**config.mk**
```make
export PLATFORM = sky130hd
export DESIGN_NAME = decode_stage
export DESIGN_NICKNAME = d
export VERILOG_FILES = /design/src/rtl/rv_decode_pkg.sv /design/src/rtl/decode_stage.sv /design/src/rtl/id_ex_reg.sv /design/src/rtl/imm_gen.sv /design/src/rtl/inst_classifier.sv /design/src/rtl/operand_bypass.sv
export VERILOG_INCLUDE_DIRS = /design/src /design/src/rtl
export SDC_FILE = /design/constraint.sdc
export NUM_CORES = 1
export LEC_CHECK = 0
export BUFFER_PORTS_ARGS = -buffer_cell sky130_fd_sc_hd__buf_2
export CAP_MARGIN = 25
export CORE_AREA = 2 2 187 189
export DETAILED_ROUTE_END_ITERATION = 8
export DIE_AREA = 0 0 189 191
export PLACE_DENSITY = 0.62
export SLEW_MARGIN = 15
export SYNTH_ARGS = -nofsm -noshare
export SYNTH_HDL_FRONTEND = slang
export SYNTH_SLANG_ARGS = --single-unit
```
**constraint.sdc**
```tcl
create_clock -name clk -period 29.7 [get_ports clk]
set_input_delay 1.485 -clock clk [delete_from_list [all_inputs] [get_ports clk]]
set_output_delay 1.485 -clock clk [all_outputs]
set_load 0.01 [all_outputs]
```
**src/rtl/rv_decode_cfg.svh**
```systemverilog
`ifndef RV_DECODE_CFG_SVH
`define RV_DECODE_CFG_SVH

// data and address width
`define XLEN 32

// register file index width
`define REG_ADDR_W 5

// csr address field, inst[31:20]
`define CSR_ADDR_W 12

// return address distance from the call pc
`define LINK_OFFSET 4

// trap flag vector, one bit per trap_e position
`define TRAP_W 4

`endif

```
**src/rtl/rv_decode_pkg.sv**
```systemverilog
package rv_decode_pkg;

  // major opcodes, inst[6:0]
  typedef enum logic [6:0] {
    OPC_LOAD   = 7'b0000011,
    OPC_OPIMM  = 7'b0010011,
    OPC_AUIPC  = 7'b0010111,
    OPC_STORE  = 7'b0100011,
    OPC_OP     = 7'b0110011,
    OPC_LUI    = 7'b0110111,
    OPC_BRANCH = 7'b1100011,
    OPC_JALR   = 7'b1100111,
    OPC_JAL    = 7'b1101111,
    OPC_SYSTEM = 7'b1110011
  } opcode_e;

  // instruction class carried to ex
  typedef enum logic [3:0] {
    EXC_NONE, EXC_LUI, EXC_AUIPC, EXC_JAL, EXC_JALR, EXC_BRANCH,
    EXC_LOAD, EXC_STORE, EXC_OPIMM, EXC_OPREG, EXC_CSR
  } exc_op_e;

  // mul..remu must stay in funct3 order
  typedef enum logic [4:0] {
    ALU_ADD, ALU_SUB, ALU_XOR, ALU_OR, ALU_AND,
    ALU_SLL, ALU_SRL, ALU_SRA, ALU_SLT, ALU_SLTU,
    ALU_BEQ, ALU_BNE, ALU_BLT, ALU_BGE, ALU_BLTU, ALU_BGEU,
    ALU_MUL, ALU_MULH, ALU_MULHSU, ALU_MULHU,
    ALU_DIV, ALU_DIVU, ALU_REM, ALU_REMU
  } alu_op_e;

  typedef enum logic [3:0] {
    MEM_NONE, MEM_LB, MEM_LBU, MEM_LH, MEM_LHU, MEM_LW,
    MEM_SB, MEM_SH, MEM_SW
  } mem_op_e;

  // encoding follows funct3[1:0] of the csr instructions
  typedef enum logic [1:0] {
    CSR_NONE  = 2'b00,
    CSR_WRITE = 2'b01,
    CSR_SET   = 2'b10,
    CSR_CLEAR = 2'b11
  } csr_op_e;

  typedef enum logic [2:0] {
    IMM_NONE, IMM_I, IMM_S, IMM_B, IMM_U, IMM_J
  } imm_fmt_e;

  // bit positions in the trap flag vector
  typedef enum logic [1:0] {
    TRAP_ECALL   = 2'd0,
    TRAP_EBREAK  = 2'd1,
    TRAP_MRET    = 2'd2,
    TRAP_ILLEGAL = 2'd3
  } trap_e;

endpackage

```
**src/rtl/decode_stage.sv**
```systemverilog
`timescale 1ns/10ps
`include "rv_decode_cfg.svh"

module decode_stage (
  input  logic                    clk,
  input  logic                    rst_i,
  input  logic                    flush_i,
  input  logic                    inst_valid_i,
  input  logic [`XLEN-1:0]        pc_i,
  input  logic [31:0]             inst_i,
  input  logic [`XLEN-1:0]        rs1_data_i,
  input  logic [`XLEN-1:0]        rs2_data_i,
  input  logic [`XLEN-1:0]        ex_result_i,
  input  logic [`XLEN-1:0]        ex_csr_rdata_i,
  input  logic [`REG_ADDR_W-1:0]  mem_rd_addr_i,
  input  logic [`XLEN-1:0]        mem_rd_data_i,
  output logic                    ready_o,
  output logic [`REG_ADDR_W-1:0]  rs1_idx_o,
  output logic [`REG_ADDR_W-1:0]  rs2_idx_o,
  output logic                    ex_valid_o,
  output logic [`XLEN-1:0]        ex_pc_o,
  output logic [`REG_ADDR_W-1:0]  ex_rd_o,
  output logic [`XLEN-1:0]        ex_rs1_val_o,
  output logic [`XLEN-1:0]        ex_rs2_val_o,
  output logic [`XLEN-1:0]        ex_imm_o,
  output logic [`XLEN-1:0]        ex_csr_imm_o,
  output logic                    ex_csr_imm_valid_o,
  output logic [`CSR_ADDR_W-1:0]  ex_csr_addr_o,
  output rv_decode_pkg::exc_op_e  ex_exc_op_o,
  output rv_decode_pkg::alu_op_e  ex_alu_op_o,
  output rv_decode_pkg::mem_op_e  ex_mem_op_o,
  output rv_decode_pkg::csr_op_e  ex_csr_op_o,
  output logic [`TRAP_W-1:0]      ex_trap_o,
  output logic                    ras_push_valid_o,
  output logic [`XLEN-1:0]        ras_push_addr_o
);
  import rv_decode_pkg::*;

  exc_op_e                exc_op;
  alu_op_e                alu_op;
  mem_op_e                mem_op;
  csr_op_e                csr_op;
  imm_fmt_e               imm_fmt;
  logic                   use_rs1;
  logic                   use_rs2;
  logic                   use_rd;
  logic                   is_call;
  logic [`TRAP_W-1:0]     trap;
  logic [`XLEN-1:0]       imm;
  logic [`XLEN-1:0]       csr_imm;
  logic                   csr_imm_valid;
  logic [`REG_ADDR_W-1:0] rd_idx;
  logic [`CSR_ADDR_W-1:0] csr_addr;
  logic [`XLEN-1:0]       rs1_val;
  logic [`XLEN-1:0]       rs2_val;
  logic                   load_use;
  logic                   load;

  inst_classifier i_inst_classifier (
    .inst_i    (inst_i),
    .exc_op_o  (exc_op),
    .alu_op_o  (alu_op),
    .mem_op_o  (mem_op),
    .csr_op_o  (csr_op),
    .imm_fmt_o (imm_fmt),
    .use_rs1_o (use_rs1),
    .use_rs2_o (use_rs2),
    .use_rd_o  (use_rd),
    .is_call_o (is_call),
    .trap_o    (trap)
  );

  imm_gen i_imm_gen (
    .inst_i          (inst_i),
    .imm_fmt_i       (imm_fmt),
    .imm_o           (imm),
    .csr_imm_o       (csr_imm),
    .csr_imm_valid_o (csr_imm_valid)
  );

  // unused fields read as x0 so they never match a hazard
  assign rs1_idx_o = use_rs1 ? inst_i[19:15] : '0;
  assign rs2_idx_o = use_rs2 ? inst_i[24:20] : '0;
  assign rd_idx    = use_rd ? inst_i[11:7] : '0;
  assign csr_addr  = (exc_op == EXC_CSR) ? inst_i[31:20] : '0;

  operand_bypass i_operand_bypass (
    .rs1_idx_i      (rs1_idx_o),
    .rs2_idx_i      (rs2_idx_o),
    .rs1_data_i     (rs1_data_i),
    .rs2_data_i     (rs2_data_i),
    .ex_valid_i     (ex_valid_o),
    .ex_rd_i        (ex_rd_o),
    .ex_is_load_i   (ex_exc_op_o == EXC_LOAD),
    .ex_is_csr_i    (ex_exc_op_o == EXC_CSR),
    .ex_result_i    (ex_result_i),
    .ex_csr_rdata_i (ex_csr_rdata_i),
    .mem_rd_addr_i  (mem_rd_addr_i),
    .mem_rd_data_i  (mem_rd_data_i),
    .rs1_val_o      (rs1_val),
    .rs2_val_o      (rs2_val),
    .load_use_o     (load_use)
  );

  // one stall cycle, the bubble moves the load on to mem
  assign ready_o = !load_use;
  assign load    = inst_valid_i && ready_o;

  assign ras_push_valid_o = load && !flush_i && is_call;
  assign ras_push_addr_o  = pc_i + `XLEN'(`LINK_OFFSET);

  id_ex_reg i_id_ex_reg (
    .clk                (clk),
    .rst_i              (rst_i),
    .load_i             (load),
    .flush_i            (flush_i),
    .pc_i               (pc_i),
    .rd_i               (rd_idx),
    .rs1_val_i          (rs1_val),
    .rs2_val_i          (rs2_val),
    .imm_i              (imm),
    .csr_imm_i          (csr_imm),
    .csr_imm_valid_i    (csr_imm_valid),
    .csr_addr_i         (csr_addr),
    .exc_op_i           (exc_op),
    .alu_op_i           (alu_op),
    .mem_op_i           (mem_op),
    .csr_op_i           (csr_op),
    .trap_i             (trap),
    .ex_valid_o         (ex_valid_o),
    .ex_pc_o            (ex_pc_o),
    .ex_rd_o            (ex_rd_o),
    .ex_rs1_val_o       (ex_rs1_val_o),
    .ex_rs2_val_o       (ex_rs2_val_o),
    .ex_imm_o           (ex_imm_o),
    .ex_csr_imm_o       (ex_csr_imm_o),
    .ex_csr_imm_valid_o (ex_csr_imm_valid_o),
    .ex_csr_addr_o      (ex_csr_addr_o),
    .ex_exc_op_o        (ex_exc_op_o),
    .ex_alu_op_o        (ex_alu_op_o),
    .ex_mem_op_o        (ex_mem_op_o),
    .ex_csr_op_o        (ex_csr_op_o),
    .ex_trap_o          (ex_trap_o)
  );

  // a load-use stall never holds fetch for two cycles in a row
  assert property (@(posedge clk) disable iff (rst_i) !ready_o |=> ready_o)
    else $error("decode_stage: load-use stall longer than one cycle");

endmodule

```
**src/rtl/id_ex_reg.sv**
```systemverilog
`timescale 1ns/10ps
`include "rv_decode_cfg.svh"

module id_ex_reg (
  input  logic                    clk,
  input  logic                    rst_i,
  input  logic                    load_i,
  input  logic                    flush_i,
  input  logic [`XLEN-1:0]        pc_i,
  input  logic [`REG_ADDR_W-1:0]  rd_i,
  input  logic [`XLEN-1:0]        rs1_val_i,
  input  logic [`XLEN-1:0]        rs2_val_i,
  input  logic [`XLEN-1:0]        imm_i,
  input  logic [`XLEN-1:0]        csr_imm_i,
  input  logic                    csr_imm_valid_i,
  input  logic [`CSR_ADDR_W-1:0]  csr_addr_i,
  input  rv_decode_pkg::exc_op_e  exc_op_i,
  input  rv_decode_pkg::alu_op_e  alu_op_i,
  input  rv_decode_pkg::mem_op_e  mem_op_i,
  input  rv_decode_pkg::csr_op_e  csr_op_i,
  input  logic [`TRAP_W-1:0]      trap_i,
  output logic                    ex_valid_o,
  output logic [`XLEN-1:0]        ex_pc_o,
  output logic [`REG_ADDR_W-1:0]  ex_rd_o,
  output logic [`XLEN-1:0]        ex_rs1_val_o,
  output logic [`XLEN-1:0]        ex_rs2_val_o,
  output logic [`XLEN-1:0]        ex_imm_o,
  output logic [`XLEN-1:0]        ex_csr_imm_o,
  output logic                    ex_csr_imm_valid_o,
  output logic [`CSR_ADDR_W-1:0]  ex_csr_addr_o,
  output rv_decode_pkg::exc_op_e  ex_exc_op_o,
  output rv_decode_pkg::alu_op_e  ex_alu_op_o,
  output rv_decode_pkg::mem_op_e  ex_mem_op_o,
  output rv_decode_pkg::csr_op_e  ex_csr_op_o,
  output logic [`TRAP_W-1:0]      ex_trap_o
);
  import rv_decode_pkg::*;

  logic take;

  assign take = load_i && !flush_i;

  // a bubble clears the control fields
  always_ff @(posedge clk) begin
    if (rst_i || !take) begin
      ex_valid_o         <= 1'b0;
      ex_rd_o            <= '0;
      ex_csr_imm_valid_o <= 1'b0;
      ex_exc_op_o        <= EXC_NONE;
      ex_alu_op_o        <= ALU_ADD;
      ex_mem_op_o        <= MEM_NONE;
      ex_csr_op_o        <= CSR_NONE;
      ex_trap_o          <= '0;
    end else begin
      ex_valid_o         <= 1'b1;
      ex_rd_o            <= rd_i;
      ex_csr_imm_valid_o <= csr_imm_valid_i;
      ex_exc_op_o        <= exc_op_i;
      ex_alu_op_o        <= alu_op_i;
      ex_mem_op_o        <= mem_op_i;
      ex_csr_op_o        <= csr_op_i;
      ex_trap_o          <= trap_i;
    end
  end

  // operand payload
  always_ff @(posedge clk) begin
    if (take) begin
      ex_pc_o       <= pc_i;
      ex_rs1_val_o  <= rs1_val_i;
      ex_rs2_val_o  <= rs2_val_i;
      ex_imm_o      <= imm_i;
      ex_csr_imm_o  <= csr_imm_i;
      ex_csr_addr_o <= csr_addr_i;
    end
  end

  // a bubble held for ex never carries an operation or a trap
  assert property (@(posedge clk) disable iff (rst_i)
    !ex_valid_o |-> ex_trap_o == '0 && ex_exc_op_o == EXC_NONE &&
                    ex_mem_op_o == MEM_NONE && ex_csr_op_o == CSR_NONE)
    else $error("id_ex_reg: bubble carries an operation");

endmodule

```
**src/rtl/imm_gen.sv**
```systemverilog
`timescale 1ns/10ps
`include "rv_decode_cfg.svh"

module imm_gen (
  input  logic [31:0]              inst_i,
  input  rv_decode_pkg::imm_fmt_e  imm_fmt_i,
  output logic [`XLEN-1:0]         imm_o,
  output logic [`XLEN-1:0]         csr_imm_o,
  output logic                     csr_imm_valid_o
);
  import rv_decode_pkg::*;

  logic [`XLEN-1:0] imm_itype;
  logic [`XLEN-1:0] imm_stype;
  logic [`XLEN-1:0] imm_btype;
  logic [`XLEN-1:0] imm_utype;
  logic [`XLEN-1:0] imm_jtype;

  // all formats sign extend from inst[31]
  assign imm_itype = {{21{inst_i[31]}}, inst_i[30:20]};
  assign imm_stype = {{21{inst_i[31]}}, inst_i[30:25], inst_i[11:7]};
  assign imm_btype = {{20{inst_i[31]}}, inst_i[7], inst_i[30:25], inst_i[11:8], 1'b0};
  assign imm_utype = {inst_i[31:12], 12'b0};
  assign imm_jtype = {{12{inst_i[31]}}, inst_i[19:12], inst_i[20], inst_i[30:21], 1'b0};

  always_comb begin
    case (imm_fmt_i)
      IMM_I:   imm_o = imm_itype;
      IMM_S:   imm_o = imm_stype;
      IMM_B:   imm_o = imm_btype;
      IMM_U:   imm_o = imm_utype;
      IMM_J:   imm_o = imm_jtype;
      default: imm_o = '0;
    endcase
  end

  // csrrwi, csrrsi, csrrci
  assign csr_imm_valid_o = (inst_i[6:0] == OPC_SYSTEM) && inst_i[14] && (inst_i[13:12] != 2'b00);
  assign csr_imm_o = {{(`XLEN-`REG_ADDR_W){1'b0}}, inst_i[19:15]};

endmodule

```
**src/rtl/inst_classifier.sv**
```systemverilog
`timescale 1ns/10ps
`include "rv_decode_cfg.svh"

module inst_classifier (
  input  logic [31:0]              inst_i,
  output rv_decode_pkg::exc_op_e   exc_op_o,
  output rv_decode_pkg::alu_op_e   alu_op_o,
  output rv_decode_pkg::mem_op_e   mem_op_o,
  output rv_decode_pkg::csr_op_e   csr_op_o,
  output rv_decode_pkg::imm_fmt_e  imm_fmt_o,
  output logic                     use_rs1_o,
  output logic                     use_rs2_o,
  output logic                     use_rd_o,
  output logic                     is_call_o,
  output logic [`TRAP_W-1:0]       trap_o
);
  import rv_decode_pkg::*;

  opcode_e    opcode;
  logic [2:0] funct3;
  logic [6:0] funct7;
  logic       illegal;
  logic       sys_trap;

  assign opcode = opcode_e'(inst_i[6:0]);
  assign funct3 = inst_i[14:12];
  assign funct7 = inst_i[31:25];

  always_comb begin
    exc_op_o  = EXC_NONE;
    alu_op_o  = ALU_ADD;
    mem_op_o  = MEM_NONE;
    csr_op_o  = CSR_NONE;
    imm_fmt_o = IMM_NONE;
    use_rs1_o = 1'b0;
    use_rs2_o = 1'b0;
    use_rd_o  = 1'b0;
    is_call_o = 1'b0;
    trap_o    = '0;
    illegal   = 1'b0;
    case (opcode)
      OPC_LUI, OPC_AUIPC: begin
        exc_op_o  = (opcode == OPC_LUI) ? EXC_LUI : EXC_AUIPC;
        imm_fmt_o = IMM_U;
        use_rd_o  = 1'b1;
      end
      OPC_JAL, OPC_JALR: begin
        exc_op_o  = (opcode == OPC_JAL) ? EXC_JAL : EXC_JALR;
        imm_fmt_o = (opcode == OPC_JAL) ? IMM_J : IMM_I;
        use_rs1_o = (opcode == OPC_JALR);
        use_rd_o  = 1'b1;
        // a call is a jump that links
        is_call_o = (inst_i[11:7] != '0);
        illegal   = (opcode == OPC_JALR) && (funct3 != 3'b000);
      end
      OPC_BRANCH: begin
        exc_op_o  = EXC_BRANCH;
        imm_fmt_o = IMM_B;
        use_rs1_o = 1'b1;
        use_rs2_o = 1'b1;
        case (funct3)
          3'b000:  alu_op_o = ALU_BEQ;
          3'b001:  alu_op_o = ALU_BNE;
          3'b100:  alu_op_o = ALU_BLT;
          3'b101:  alu_op_o = ALU_BGE;
          3'b110:  alu_op_o = ALU_BLTU;
          3'b111:  alu_op_o = ALU_BGEU;
          default: illegal  = 1'b1;
        endcase
      end
      OPC_LOAD: begin
        exc_op_o  = EXC_LOAD;
        imm_fmt_o = IMM_I;
        use_rs1_o = 1'b1;
        use_rd_o  = 1'b1;
        case (funct3)
          3'b000:  mem_op_o = MEM_LB;
          3'b001:  mem_op_o = MEM_LH;
          3'b010:  mem_op_o = MEM_LW;
          3'b100:  mem_op_o = MEM_LBU;
          3'b101:  mem_op_o = MEM_LHU;
          default: illegal  = 1'b1;
        endcase
      end
      OPC_STORE: begin
        exc_op_o  = EXC_STORE;
        imm_fmt_o = IMM_S;
        use_rs1_o = 1'b1;
        use_rs2_o = 1'b1;
        case (funct3)
          3'b000:  mem_op_o = MEM_SB;
          3'b001:  mem_op_o = MEM_SH;
          3'b010:  mem_op_o = MEM_SW;
          default: illegal  = 1'b1;
        endcase
      end
      OPC_OPIMM: begin
        exc_op_o  = EXC_OPIMM;
        imm_fmt_o = IMM_I;
        use_rs1_o = 1'b1;
        use_rd_o  = 1'b1;
        case (funct3)
          3'b000: alu_op_o = ALU_ADD;
          3'b010: alu_op_o = ALU_SLT;
          3'b011: alu_op_o = ALU_SLTU;
          3'b100: alu_op_o = ALU_XOR;
          3'b110: alu_op_o = ALU_OR;
          3'b111: alu_op_o = ALU_AND;
          3'b001: begin
            alu_op_o = ALU_SLL;
            illegal  = (funct7 != 7'b0000000);
          end
          default: begin
            // srli or srai, told apart by inst[30]
            alu_op_o = funct7[5] ? ALU_SRA : ALU_SRL;
            illegal  = ({funct7[6], funct7[4:0]} != 6'b0);
          end
        endcase
      end
      OPC_OP: begin
        exc_op_o  = EXC_OPREG;
        use_rs1_o = 1'b1;
        use_rs2_o = 1'b1;
        use_rd_o  = 1'b1;
        if (funct7 == 7'b0000001) begin
          // rv32m, funct3 indexes mul..remu directly
          alu_op_o = alu_op_e'(5'(ALU_MUL) + 5'(funct3));
        end else if (funct7 == 7'b0000000) begin
          case (funct3)
            3'b000:  alu_op_o = ALU_ADD;
            3'b001:  alu_op_o = ALU_SLL;
            3'b010:  alu_op_o = ALU_SLT;
            3'b011:  alu_op_o = ALU_SLTU;
            3'b100:  alu_op_o = ALU_XOR;
            3'b101:  alu_op_o = ALU_SRL;
            3'b110:  alu_op_o = ALU_OR;
            default: alu_op_o = ALU_AND;
          endcase
        end else if (funct7 == 7'b0100000 && funct3 == 3'b000) begin
          alu_op_o = ALU_SUB;
        end else if (funct7 == 7'b0100000 && funct3 == 3'b101) begin
          alu_op_o = ALU_SRA;
        end else begin
          illegal = 1'b1;
        end
      end
      OPC_SYSTEM: begin
        if (funct3 == 3'b000) begin
          trap_o[TRAP_ECALL]  = (inst_i == 32'h0000_0073);
          trap_o[TRAP_EBREAK] = (inst_i == 32'h0010_0073);
          trap_o[TRAP_MRET]   = (inst_i == 32'h3020_0073);
          illegal = (trap_o == '0);
        end else if (funct3 == 3'b100) begin
          illegal = 1'b1;
        end else begin
          exc_op_o  = EXC_CSR;
          csr_op_o  = csr_op_e'(funct3[1:0]);
          // immediate forms carry uimm in the rs1 field
          use_rs1_o = !funct3[2];
          use_rd_o  = 1'b1;
        end
      end
      default: illegal = 1'b1;
    endcase

    if (illegal) begin
      exc_op_o  = EXC_NONE;
      alu_op_o  = ALU_ADD;
      mem_op_o  = MEM_NONE;
      csr_op_o  = CSR_NONE;
      imm_fmt_o = IMM_NONE;
      use_rs1_o = 1'b0;
      use_rs2_o = 1'b0;
      use_rd_o  = 1'b0;
      is_call_o = 1'b0;
      trap_o    = '0;
      trap_o[TRAP_ILLEGAL] = 1'b1;
    end
  end

  assign sys_trap = trap_o[TRAP_ECALL] | trap_o[TRAP_EBREAK] | trap_o[TRAP_MRET];

  // every word is a class, a system trap or illegal, never two at once
  always_comb begin
    assert ($onehot({exc_op_o != EXC_NONE, sys_trap, trap_o[TRAP_ILLEGAL]}))
      else $error("inst_classifier: ambiguous decode of %h", inst_i);
  end

endmodule

```
**src/rtl/operand_bypass.sv**
```systemverilog
`timescale 1ns/10ps
`include "rv_decode_cfg.svh"

module operand_bypass (
  input  logic [`REG_ADDR_W-1:0] rs1_idx_i,
  input  logic [`REG_ADDR_W-1:0] rs2_idx_i,
  input  logic [`XLEN-1:0]       rs1_data_i,
  input  logic [`XLEN-1:0]       rs2_data_i,
  input  logic                   ex_valid_i,
  input  logic [`REG_ADDR_W-1:0] ex_rd_i,
  input  logic                   ex_is_load_i,
  input  logic                   ex_is_csr_i,
  input  logic [`XLEN-1:0]       ex_result_i,
  input  logic [`XLEN-1:0]       ex_csr_rdata_i,
  input  logic [`REG_ADDR_W-1:0] mem_rd_addr_i,
  input  logic [`XLEN-1:0]       mem_rd_data_i,
  output logic [`XLEN-1:0]       rs1_val_o,
  output logic [`XLEN-1:0]       rs2_val_o,
  output logic                   load_use_o
);

  logic [`XLEN-1:0] ex_fwd_data;
  logic             ex_writes;
  logic             rs1_ex_hit;
  logic             rs2_ex_hit;

  // ex > mem > register file; mem addr zero means no write
  function automatic logic [`XLEN-1:0] pick(
    input logic                   ex_hit,
    input logic [`XLEN-1:0]       ex_data,
    input logic [`REG_ADDR_W-1:0] idx,
    input logic [`REG_ADDR_W-1:0] mem_addr,
    input logic [`XLEN-1:0]       mem_data,
    input logic [`XLEN-1:0]       rf_data
  );
    if (ex_hit) begin
      return ex_data;
    end else if (mem_addr != '0 && idx == mem_addr) begin
      return mem_data;
    end
    return rf_data;
  endfunction

  // a csr instruction writes the old csr value to rd
  assign ex_fwd_data = ex_is_csr_i ? ex_csr_rdata_i : ex_result_i;
  assign ex_writes   = ex_valid_i && (ex_rd_i != '0);
  assign rs1_ex_hit  = ex_writes && (rs1_idx_i == ex_rd_i);
  assign rs2_ex_hit  = ex_writes && (rs2_idx_i == ex_rd_i);

  assign rs1_val_o = pick(rs1_ex_hit, ex_fwd_data, rs1_idx_i, mem_rd_addr_i, mem_rd_data_i,
                          rs1_data_i);
  assign rs2_val_o = pick(rs2_ex_hit, ex_fwd_data, rs2_idx_i, mem_rd_addr_i, mem_rd_data_i,
                          rs2_data_i);

  // load data only exists from mem onward
  assign load_use_o = ex_is_load_i && (rs1_ex_hit || rs2_ex_hit);

endmodule

```
==> impl_metrics.ini, run 1 <==
[die]
design.die.area_um2 = 36100
start_util = 0.279
die_x_um = 189
die_height_um = 191
core-area_um2 = 34100
io_pins = 475
rows = 68

[worst_setup_path]
worstPathArrival_ns = 4.75
worst_setup_path_end_kind = primary output
startpoint_type = input port
path_max_fanout = 33
worstPathRequired_ns = 28.21
critPathKind = input port to primary output

[clocking]
clock_latency_ns = 0.43
cts_setup_buffers = 0
cts_sinks = 171
clkTransAtPathRegs_ns = 0.08
ctsHoldBuffers = 0
htreeDepth = 4
cts_inserted_buffers = 17
cts_resized = 0
cts_tree = built
clockBufferDepth = 2
ctsRootBufferMaster = clkbuf_16

[synth]
synthDistinctLibCells = 75
synth_top_area_share = 0.457
ys.flop_type = edfxtp_1
yosysSeqAreaShare = 0.512
yosys.area.top_type = edfxtp_1
ys_top_cells_by_area = edfxtp_1 (46%), mux2i_1 (17%), dfxtp_1 (5.5%), xnor2_1 (2.8%), buf_4 (2.5%)
ys_ff_latch = 171
synth.avg_cell_area_um2 = 11.7
ys_warn_count = 0
async_reset_ff_frac = 0
syn-cell-area_um2 = 9530
synth_edf_count = 145
synthCells = 817

[place]
portBuffers = 447
preCtsSetupSlack_ns = 23.47
dp_hpwl_um = 27200
place.gp.congestion = 0.839

[detailed_routing]
wl_per_cell_um = 20.2
drc = 0
wirelength_um = 34400
ant_nets = 0
drt-vias-per-instance = 4.81
vias = 8206
drt-initial-drc-count = 441
firstDrtPassIters = 5

[cells_and_area]
seq_area_um2 = 4870
multi_input_area_um2 = 4240
nFillCells = 3446
finish.net_count = 1468
drive_gt1_frac = 0.411
area_growth_pct = 32.8

[power_and_ir_drop]
power_density_nw_per_um2 = 45.8
p_leak_nw = 5.86
total_power_uw = 579
vdd_ir_drop_max_v = 0.0000371

[timing]
finalSetupViolations = 0
hold_violations = 0
worst_slew_pin_slew_ns = 0.918
finalCritPeriodShare = 0.210
layout_setup_ws_ns = 23.46
max_slew_margin = 0.387
whs_ns = 0.846
min_period_ns = 6.24
rsz0062_at_grt = false
fin_skew_ns = 0.0129
maxSlewViolCount = 0
max_clock_freq_mhz = 160
tns_ns = 0

[global_routing]
grt_pass1_vias = 7928
grtUsageMet1 = 0.216
grtUsageMet2 = 0.317
antenna_found_initial = 8
grt_max_degree = 66
grt_pass1_wl_um = 49200
met3_usage = 0.0448
grt.total_usage = 0.182
grt_busiest_layer = met2
grt-ovfl-total = 0

[status]
outcome = completed

[job]
maxCapViolCount = 0

[worst_hold_path]
hold_path_class = register to register
sequential cells by signal (all words and copies together) (netlist names):
register / flops
i_id_ex_reg.ex_csr_imm_valid_o: 1
i_id_ex_reg.ex_alu_op_o: 5
i_id_ex_reg.ex_rd_o: 5
i_id_ex_reg.ex_exc_op_o: 4
i_id_ex_reg.ex_valid_o: 1
i_id_ex_reg.ex_rs2_val_o: 32
i_id_ex_reg.ex_mem_op_o: 4
i_id_ex_reg.ex_imm_o: 32
i_id_ex_reg.ex_csr_imm_o: 5
i_id_ex_reg.ex_csr_addr_o: 12
i_id_ex_reg.ex_rs1_val_o: 32
i_id_ex_reg.ex_pc_o: 32
i_id_ex_reg.ex_csr_op_o: 2
i_id_ex_reg.ex_trap_o: 4
routing by layer:
| metal | vias up | share of wire | wire length (µm) |
|---|---|---|---|
| met3 | 39 | 0.066 | 2270 |
| met5 | - | 0.0016 | 55 |
| met4 | 8 | 0.024 | 830 |
| met1 | 3961 | 0.40 | 13600 |
| met2 | 339 | 0.51 | 17600 |
| li1 | 3859 | - | - |
cells in the mapped netlist (all sizes together) (20+ instances only):
cell type,number
mux2i,162
edfxtp,145
buf,57
nand3,39
a21oi,35
nand2,33
clkbuf,30
xnor2,30
dfxtp,26
nor2,26
and2,23
a21o,20
final cells by class:
cell class,count,area share
Clock inverter,15,0.0121
Timing Repair Buffer,459,0.184
Multi-Input combinational cell,572,0.335
Sequential cell,171,0.385
Inverter,13,0.00386
Tap cell,455,0.0450
Antenna cell,4,0.000791
Clock buffer,17,0.0336
critical path, cell delays in order:
cell      delay [ns]
buf_2           0.19
nand3b_1        0.37
o21a_1          0.30
o221a_2         0.38
a311oi_1        0.29
a21oi_1         0.06
or4_2           0.65
buf_4           0.33
o21ai_2         0.13
buf_4           0.28
a21oi_1         0.11
buf_2           0.15
through the flow:
stage,utilization,area [µm²],std cells
2_1_floorplan,-,9620,843
3_3_place_gp,0.353,12100,1669
3_5_place_dp,0.353,12100,1670
4_1_cts,0.370,12600,1702
5_1_grt,0.371,12600,1706
6_report,0.371,12600,1706
path summary, 6_finish.rpt:
check	start	endpoint	slack [ns]	cells after the start
worst max-delay path	inst_i[4]	ras_push_valid_o	23.46	12
worst max register to register	i_id_ex_reg.ex_rd_o[1]	i_id_ex_reg.ex_rs2_val_o[7]	25.44	8
worst min-delay path	i_id_ex_reg.ex_exc_op_o[3]	i_id_ex_reg.ex_rd_o[2]	0.85	3
worst min register to register	i_id_ex_reg.ex_exc_op_o[3]	i_id_ex_reg.ex_rd_o[2]	0.85	3
layout by cell type, fill, tap and decap left out, drive strengths merged, types with 3 or more instances in the layout:
cell	Yosys	layout
a21o	20	20
a21oi	35	35
a22o	4	4
a22oi	4	4
a31oi	3	3
and2	23	23
and3	19	19
and4	5	5
buf	57	459
clkbuf	30	17
clkinv	0	4
conb	1	27
dfxtp	26	26
diode	0	4
edfxtp	145	145
inv	13	22
mux2i	162	162
nand2	33	33
nand2b	5	5
nand3	39	39
nand3b	6	6
nand4	8	8
nor2	26	26
nor2b	10	10
nor3	12	12
nor4	6	6
nor4b	3	3
nor4bb	3	3
o2111ai	3	3
o211ai	4	4
o21ai	18	18
o22ai	6	6
o31ai	6	6
or2	5	5
or3	4	4
or4	4	4
xnor2	30	30
xor2	7	7
power by group:
group | leakage, nW | switching (mW) | internal, mW | total (mW)
Combinational | 4.06 | 0.0468 | 0.0317 | 0.0785
Clock | 0.284 | 0.105 | 0.119 | 0.224
Sequential | 1.52 | 0.00317 | 0.273 | 0.276
Total | 5.86 | 0.155 | 0.424 | 0.579
kinds of logic (layout without fill, tap and decap cells):
family	count (synthesis)	in the layout	share of synthesized area
buffers and inverters	100	504	0.0586
XOR/XNOR	37	37	0.0340
adder cells (fa/ha/maj)	1	1	0.00131
multiplexers	162	162	0.170
AO/OA/AOI/OAI	124	124	0.0893
flip-flops	171	171	0.512
other	1	31	0.000394
AND/OR/NAND/NOR	221	221	0.134
Note: power is estimated with default switching activity, not from simulation.
==> run 2, diff against run 1 <==
==> constraint.sdc (replaced) <==
create_clock -name clk -period 6.45 [get_ports clk]
set_input_delay 0.3225 -clock clk [delete_from_list [all_inputs] [get_ports clk]]
set_output_delay 0.3225 -clock clk [all_outputs]
set_load 0.01 [all_outputs]
==> impl_metrics.ini, run 2 (synthesis gave the netlist of run 1 again) <==
[worst_setup_path]
rr_startpoint = i_id_ex_reg.ex_rd_o[1]
startpoint_type = input port
path_max_fanout = 24
critPathKind = input port to primary output
worstPathRequired_ns = 6.13
path_cells = buf_2 > and4bb_2 > nand4_1 > a31o_1 > nor3b_4 > nand3_1 > a221o_1 > o21ai_2 > buf_4 > a21oi_1 > buf_2
worstPathArrival_ns = 3.35
cp_slowest_cell = nor3b_4
slowest_delay_ns = 0.51
rr_endpoint = i_id_ex_reg.ex_rs1_val_o[5]
r2r_cells = 7
worst_setup_path_end_kind = primary output
cp_common_cell = buf_2
r2r_setup_slack_ns = 3.54

[timing]
tns_ns = 0
rsz0062_at_grt = false
finalCritPeriodShare = 0.570
hold_violations = 0
min_period_ns = 3.67
fin_skew_ns = 0.0174
max_slew_margin = 0.404
max_clock_freq_mhz = 272
worst_slew_pin_slew_ns = 0.890
finalSetupViolations = 0
maxSlewViolCount = 0

[status]
outcome = completed

[job]
maxCapViolCount = 0

[cells_and_area]
nFillCells = 3458
final_cell_area_um2 = 12700
multi_input_area_um2 = 4240
area_growth_pct = 32.9
seq_area_um2 = 4870
final_common_cell = buf_2
drive_gt1_frac = 0.411
finish.net_count = 1468
layout_common_cells = buf_2 (447), mux2i_1 (162), edfxtp_1 (145)

[detailed_routing]
drc = 0
vias = 8180
wirelength_um = 34500
ant_nets = 0
drt-vias-per-instance = 4.80
drt-initial-drc-count = 383
wl_per_cell_um = 20.3
firstDrtPassIters = 4

[clocking]
cts_tree = built
cts_inserted_buffers = 17
cts_resized = 0
clkTransAtPathRegs_ns = 0.07
ctsRootBufferMaster = clkbuf_16
cts_setup_buffers = 0
ctsHoldBuffers = 0
cts_sinks = 171
htreeDepth = 4
clockBufferDepth = 2
clock_latency_ns = 0.45

[die]
die_x_um = 189
die_height_um = 191
design.die.area_um2 = 36100
core-area_um2 = 34100
start_util = 0.279
rows = 68
io_pins = 475

[power_and_ir_drop]
vdd_ir_drop_max_v = 0.000175
power_density_nw_per_um2 = 210
p_leak_nw = 5.86

[place]
place.gp.congestion = 0.876
portBuffers = 447
placed_area_um2 = 12100
dp_hpwl_um = 26800

[global_routing]
grt_pass1_vias = 7843
antenna_found_initial = 5
grt_pass1_wl_um = 48800
grt-ovfl-total = 0
grt_max_degree = 91
grt.total_usage = 0.183

[worst_hold_path]
hold_end = i_id_ex_reg.ex_pc_o[31]
holdCritStartpoint = pc_i[31]
hold_path_class = input port to register
holdPathStages = 1
==> run 2: cell types whose count changed in the layout (fill, tap and decap cells not counted), sizes merged <==
cell / before / now
clkinvlp: 1 / 3
clkinv: 4 / 3
clkbuf: 17 / 21
diode: 4 / 1
inv: 22 / 17
==> run 2: per-stage QoR <==
step / setup slack [ns] / instances / hold slack, ns / total power, mW / utilization
after CTS: 2.81 / 1700 / 0.0382 / 2.69 / 0.370
after floorplan: 1.29 / 843 / 0.421 / 1.48 / -
after global placement: 2.42 / 1667 / 0.525 / 1.66 / 0.353
after detailed placement: 2.32 / 1668 / 0.527 / 1.66 / 0.353
final: 2.78 / 1703 / 0.0741 / 2.66 / 0.371
after global routing: 2.54 / 1703 / 0.0370 / 2.77 / 0.371
==> run 2: power by group <==
part / internal, mW / total, mW / switching, mW
registers: 1.26 / 1.27 / 0.0136
logic: 0.147 / 0.363 / 0.216
clock network: 0.559 / 1.02 / 0.461
==> run 2: worst max-delay path: cells and delay by family <==
family,cells,cell delay [ns]
AOI/OAI and AO/OA,4,1.09
buffers and inverters,3,0.76
and+or+nand+nor,4,1.17
==> run 2: cell type report <==
class	instances	share of cell area
Antenna cell	1	0.000198
Timing Repair Buffer	459	0.186
Multi-Input combinational cell	572	0.335
Inverter	13	0.00385
Sequential cell	171	0.385
Tap cell	455	0.0450
Clock buffer	21	0.0364
Clock inverter	11	0.00889
==> run 2: metal layers <==
layer,GRT usage,vias up,share of wire
li1,-,3842,-
met4,0.0688,6,0.025
met3,0.0496,46,0.064
met1,0.213,3960,0.40
met2,0.320,326,0.51
met5,0,-,0.0011
==> run 2: worst max-delay path by stage <==
stage	slack, ns	cells after the start	from	to
after global routing	2.54	11	inst_i[6]	ras_push_valid_o
after detailed placement	2.32	9	inst_i[21]	i_id_ex_reg.ex_imm_o[16]
after floorplan	1.29	10	inst_i[31]	i_id_ex_reg.ex_csr_addr_o[0]
after global placement	2.42	11	inst_i[2]	i_id_ex_reg.ex_rs1_val_o[5]
final	2.78	11	inst_i[2]	ras_push_valid_o
after CTS	2.81	9	inst_i[21]	i_id_ex_reg.ex_imm_o[16]
==> run 3, diff against run 2 <==
--- a/config.mk
+++ b/config.mk
@@ -6,12 +6,13 @@
 export SDC_FILE = /design/constraint.sdc
 export NUM_CORES = 1
 export LEC_CHECK = 0
+export ABC_AREA = 1
 export BUFFER_PORTS_ARGS = -buffer_cell sky130_fd_sc_hd__buf_2
 export CAP_MARGIN = 25
 export CORE_AREA = 2 2 187 189
 export DETAILED_ROUTE_END_ITERATION = 8
 export DIE_AREA = 0 0 189 191
-export PLACE_DENSITY = 0.62
+export PLACE_DENSITY = 0.64
 export SLEW_MARGIN = 15
 export SYNTH_ARGS = -nofsm -noshare
 export SYNTH_HDL_FRONTEND = slang
==> constraint.sdc (replaced) <==
create_clock -name clk -period 3.2 [get_ports clk]
set_input_delay 0.16 -clock clk [delete_from_list [all_inputs] [get_ports clk]]
set_output_delay 0.16 -clock clk [all_outputs]
set_load 0.01 [all_outputs]
==> impl_metrics.ini, run 3 <==
[synth]
ys_top_cells_by_area = edfxtp_1 (46%), nand2_1 (12%), dfxtp_1 (5.5%), nand3_1 (5.1%), inv_1 (4.7%)
synth_compound_area_frac = 0.0604
synth_edf_count = 145
yosysSeqAreaShare = 0.513
syn-cell-area_um2 = 9500
synthDistinctLibCells = 46
ys.flop_type = edfxtp_1
synth.most_common_cell = nand2_1
ys_warn_count = 0
synth_top_area_share = 0.458
async_reset_ff_frac = 0
ys_ff_latch = 171
synth_mux_area_frac = 0.0337
synth.avg_cell_area_um2 = 8.65
synthSimpleGateAreaFrac = 0.268
yosys.area.top_type = edfxtp_1
synth_fa_ha_area_frac = 0.00132
synth_top_family_by_area = simple AND/OR/NAND/NOR gates
synthCells = 1099
synth_top_cells_by_count = nand2_1 (296), edfxtp_1 (145), inv_1 (120)
synth_xor_area_frac = 0.0267

[cells_and_area]
nFillCells = 3463
final_cell_area_um2 = 13800
stdcell_count = 2106
drive_gt1_frac = 0.348
finish.net_count = 1872
antenna_cells = 0
area_growth_pct = 45.0
finish.utilization = 0.404
layout_common_cells = buf_2 (446), nand2_1 (293), edfxtp_1 (145)
final_common_cell = buf_2

[global_routing]
antenna_found_initial = 2
grt_pass1_vias = 9378
grt_pass1_wl_um = 55300
grt.total_usage = 0.201
grt_max_degree = 76
grt-ovfl-total = 0

[die]
design.die.area_um2 = 36100
core-area_um2 = 34100
io_pins = 475
rows = 68
start_util = 0.279
die_height_um = 191
die_x_um = 189

[worst_setup_path]
worst_setup_path_end_kind = primary output
worstPathRequired_ns = 3.04
startpoint_type = input port
path_max_fanout = 4
critPathKind = input port to primary output
worstPathArrival_ns = 2.94

[clocking]
htreeDepth = 4
cts_inserted_buffers = 17
cts_tree = built
clock_latency_ns = 0.43
cts_sinks = 171
ctsRootBufferMaster = clkbuf_16
clkTransAtPathRegs_ns = 0.07
clockBufferDepth = 2

[job]
maxCapViolCount = 0

[place]
dp_hpwl_um = 29700
place.gp.congestion = 0.934
placed_area_um2 = 12400
dp.cells = 1999
portBuffers = 447
preCtsSetupSlack_ns = 0.0121

[power_and_ir_drop]
switching_power_mw = 1.46
vdd_ir_drop_max_v = 0.000341
p_leak_nw = 6.66
power_density_nw_per_um2 = 392
p_clk_frac = 0.371
swShare = 0.270
p_seq_frac = 0.478
total_power_mw = 5.40
p_int_mw = 3.94
p_comb_frac = 0.151

[detailed_routing]
wirelength_um = 38000
firstDrtPassIters = 5
drt-initial-drc-count = 604
vias = 9724
drt-vias-per-instance = 4.62
wl_per_cell_um = 18.0
ant_nets = 0
drc = 0

[status]
outcome = completed

[timing]
layout_setup_ws_ns = 0.0988
worst_slew_pin_slew_ns = 0.730
hold_violations = 0
tns_ns = 0
max_clock_freq_mhz = 322
finalCritPeriodShare = 0.969
whs_ns = 0.0111
finalSetupViolations = 0
fin_skew_ns = 0.0137
max_slew_margin = 0.513
min_period_ns = 3.10
maxSlewViolCount = 0

[worst_hold_path]
hold_path_class = input port to register
==> run 3: changes by cell type after synthesis, moves of 19 or more <==
cell,before,now
a21o_1,20,0
nor2_1,26,102
xnor2_1,30,5
and2_1,23,0
nand2_1,33,296
o211ai_1,3,35
inv_1,13,120
mux2i_1,162,32
nand3_1,39,97
a21oi_1,35,16
==> run 3: kinds of logic (layout without fill, tap and decap cells) <==
logic type / Yosys count / in the layout
buffers and inverters: 198 / 724
adders and majority gates: 1 / 1
xor gates and xnor gates: 29 / 29
and+or+nand+nor: 575 / 575
DFF: 171 / 171
muxes: 32 / 32
AOI/OAI and AO/OA: 92 / 92
other: 1 / 27
==> run 3: routing by layer <==
metal / part of all wire / routed length [µm] / global-route usage / vias to the layer above
met5: 0.00021 / 8 / 0 / -
met4: 0.014 / 529 / 0.0505 / 2
met3: 0.070 / 2670 / 0.0424 / 29
met2: 0.51 / 19500 / 0.361 / 428
met1: 0.40 / 15300 / 0.245 / 4556
li1: - / - / - / 4709
==> run 3: cell type report <==
type / instances / area (µm²) / share of cell area
sequential: 171 / 4870 / 0.354
inverter: 130 / 492 / 0.0357
multi-input combinational: 756 / 3900 / 0.283
tap: 455 / 569 / 0.0413
clock inverter: 12 / 104 / 0.00753
clock buffer: 20 / 447 / 0.0324
timing repair buffer: 562 / 3400 / 0.247
==> run 3: final timing paths <==
kind                                            startpoint                           end  slack, ns  depth (start not counted)
worst max-delay path                               pc_i[4]           ras_push_addr_o[30]        0.1                         16
worst min-delay path                        rs1_data_i[29]  i_id_ex_reg.ex_rs1_val_o[29]       0.01                          3
worst max register to register      i_id_ex_reg.ex_rd_o[1]   i_id_ex_reg.ex_csr_imm_o[3]       0.85                         12
worst min register to register  i_id_ex_reg.ex_exc_op_o[0]        i_id_ex_reg.ex_valid_o       0.80                          4
==> run 3: critical path, cell delays in order <==
cell and delay (ns):
dlygate4sd3_1 0.53, buf_4 0.13, nand3_2 0.12, nor3_2 0.23, nand2_1 0.11, nor2_2 0.11
nand4_1 0.16, nor3_2 0.27, and3_4 0.23, nand4_1 0.14, nor2_2 0.18, nand2_2 0.08
nor2_2 0.11, nand2_1 0.09, xnor2_1 0.13, buf_2 0.15
==> run 3: power by group through the flow <==
stage / combinational, mW / clock (mW) / sequential [mW]
detailed placement: 0.736 / 0 / 2.63
finish: 0.814 / 2.00 / 2.58
floorplan: 0.273 / 0 / 2.70
global route: 0.882 / 2.13 / 2.59
global placement: 0.735 / 0 / 2.63
CTS: 0.811 / 2.05 / 2.58
==> run 3: timing repair <==
item                                    CTS  global route
endpoints found under the setup margin    0             4
buffers inserted                          0             2
hold buffers                             73             0
hold endpoints to repair                 73             0
resized for setup                         0            10
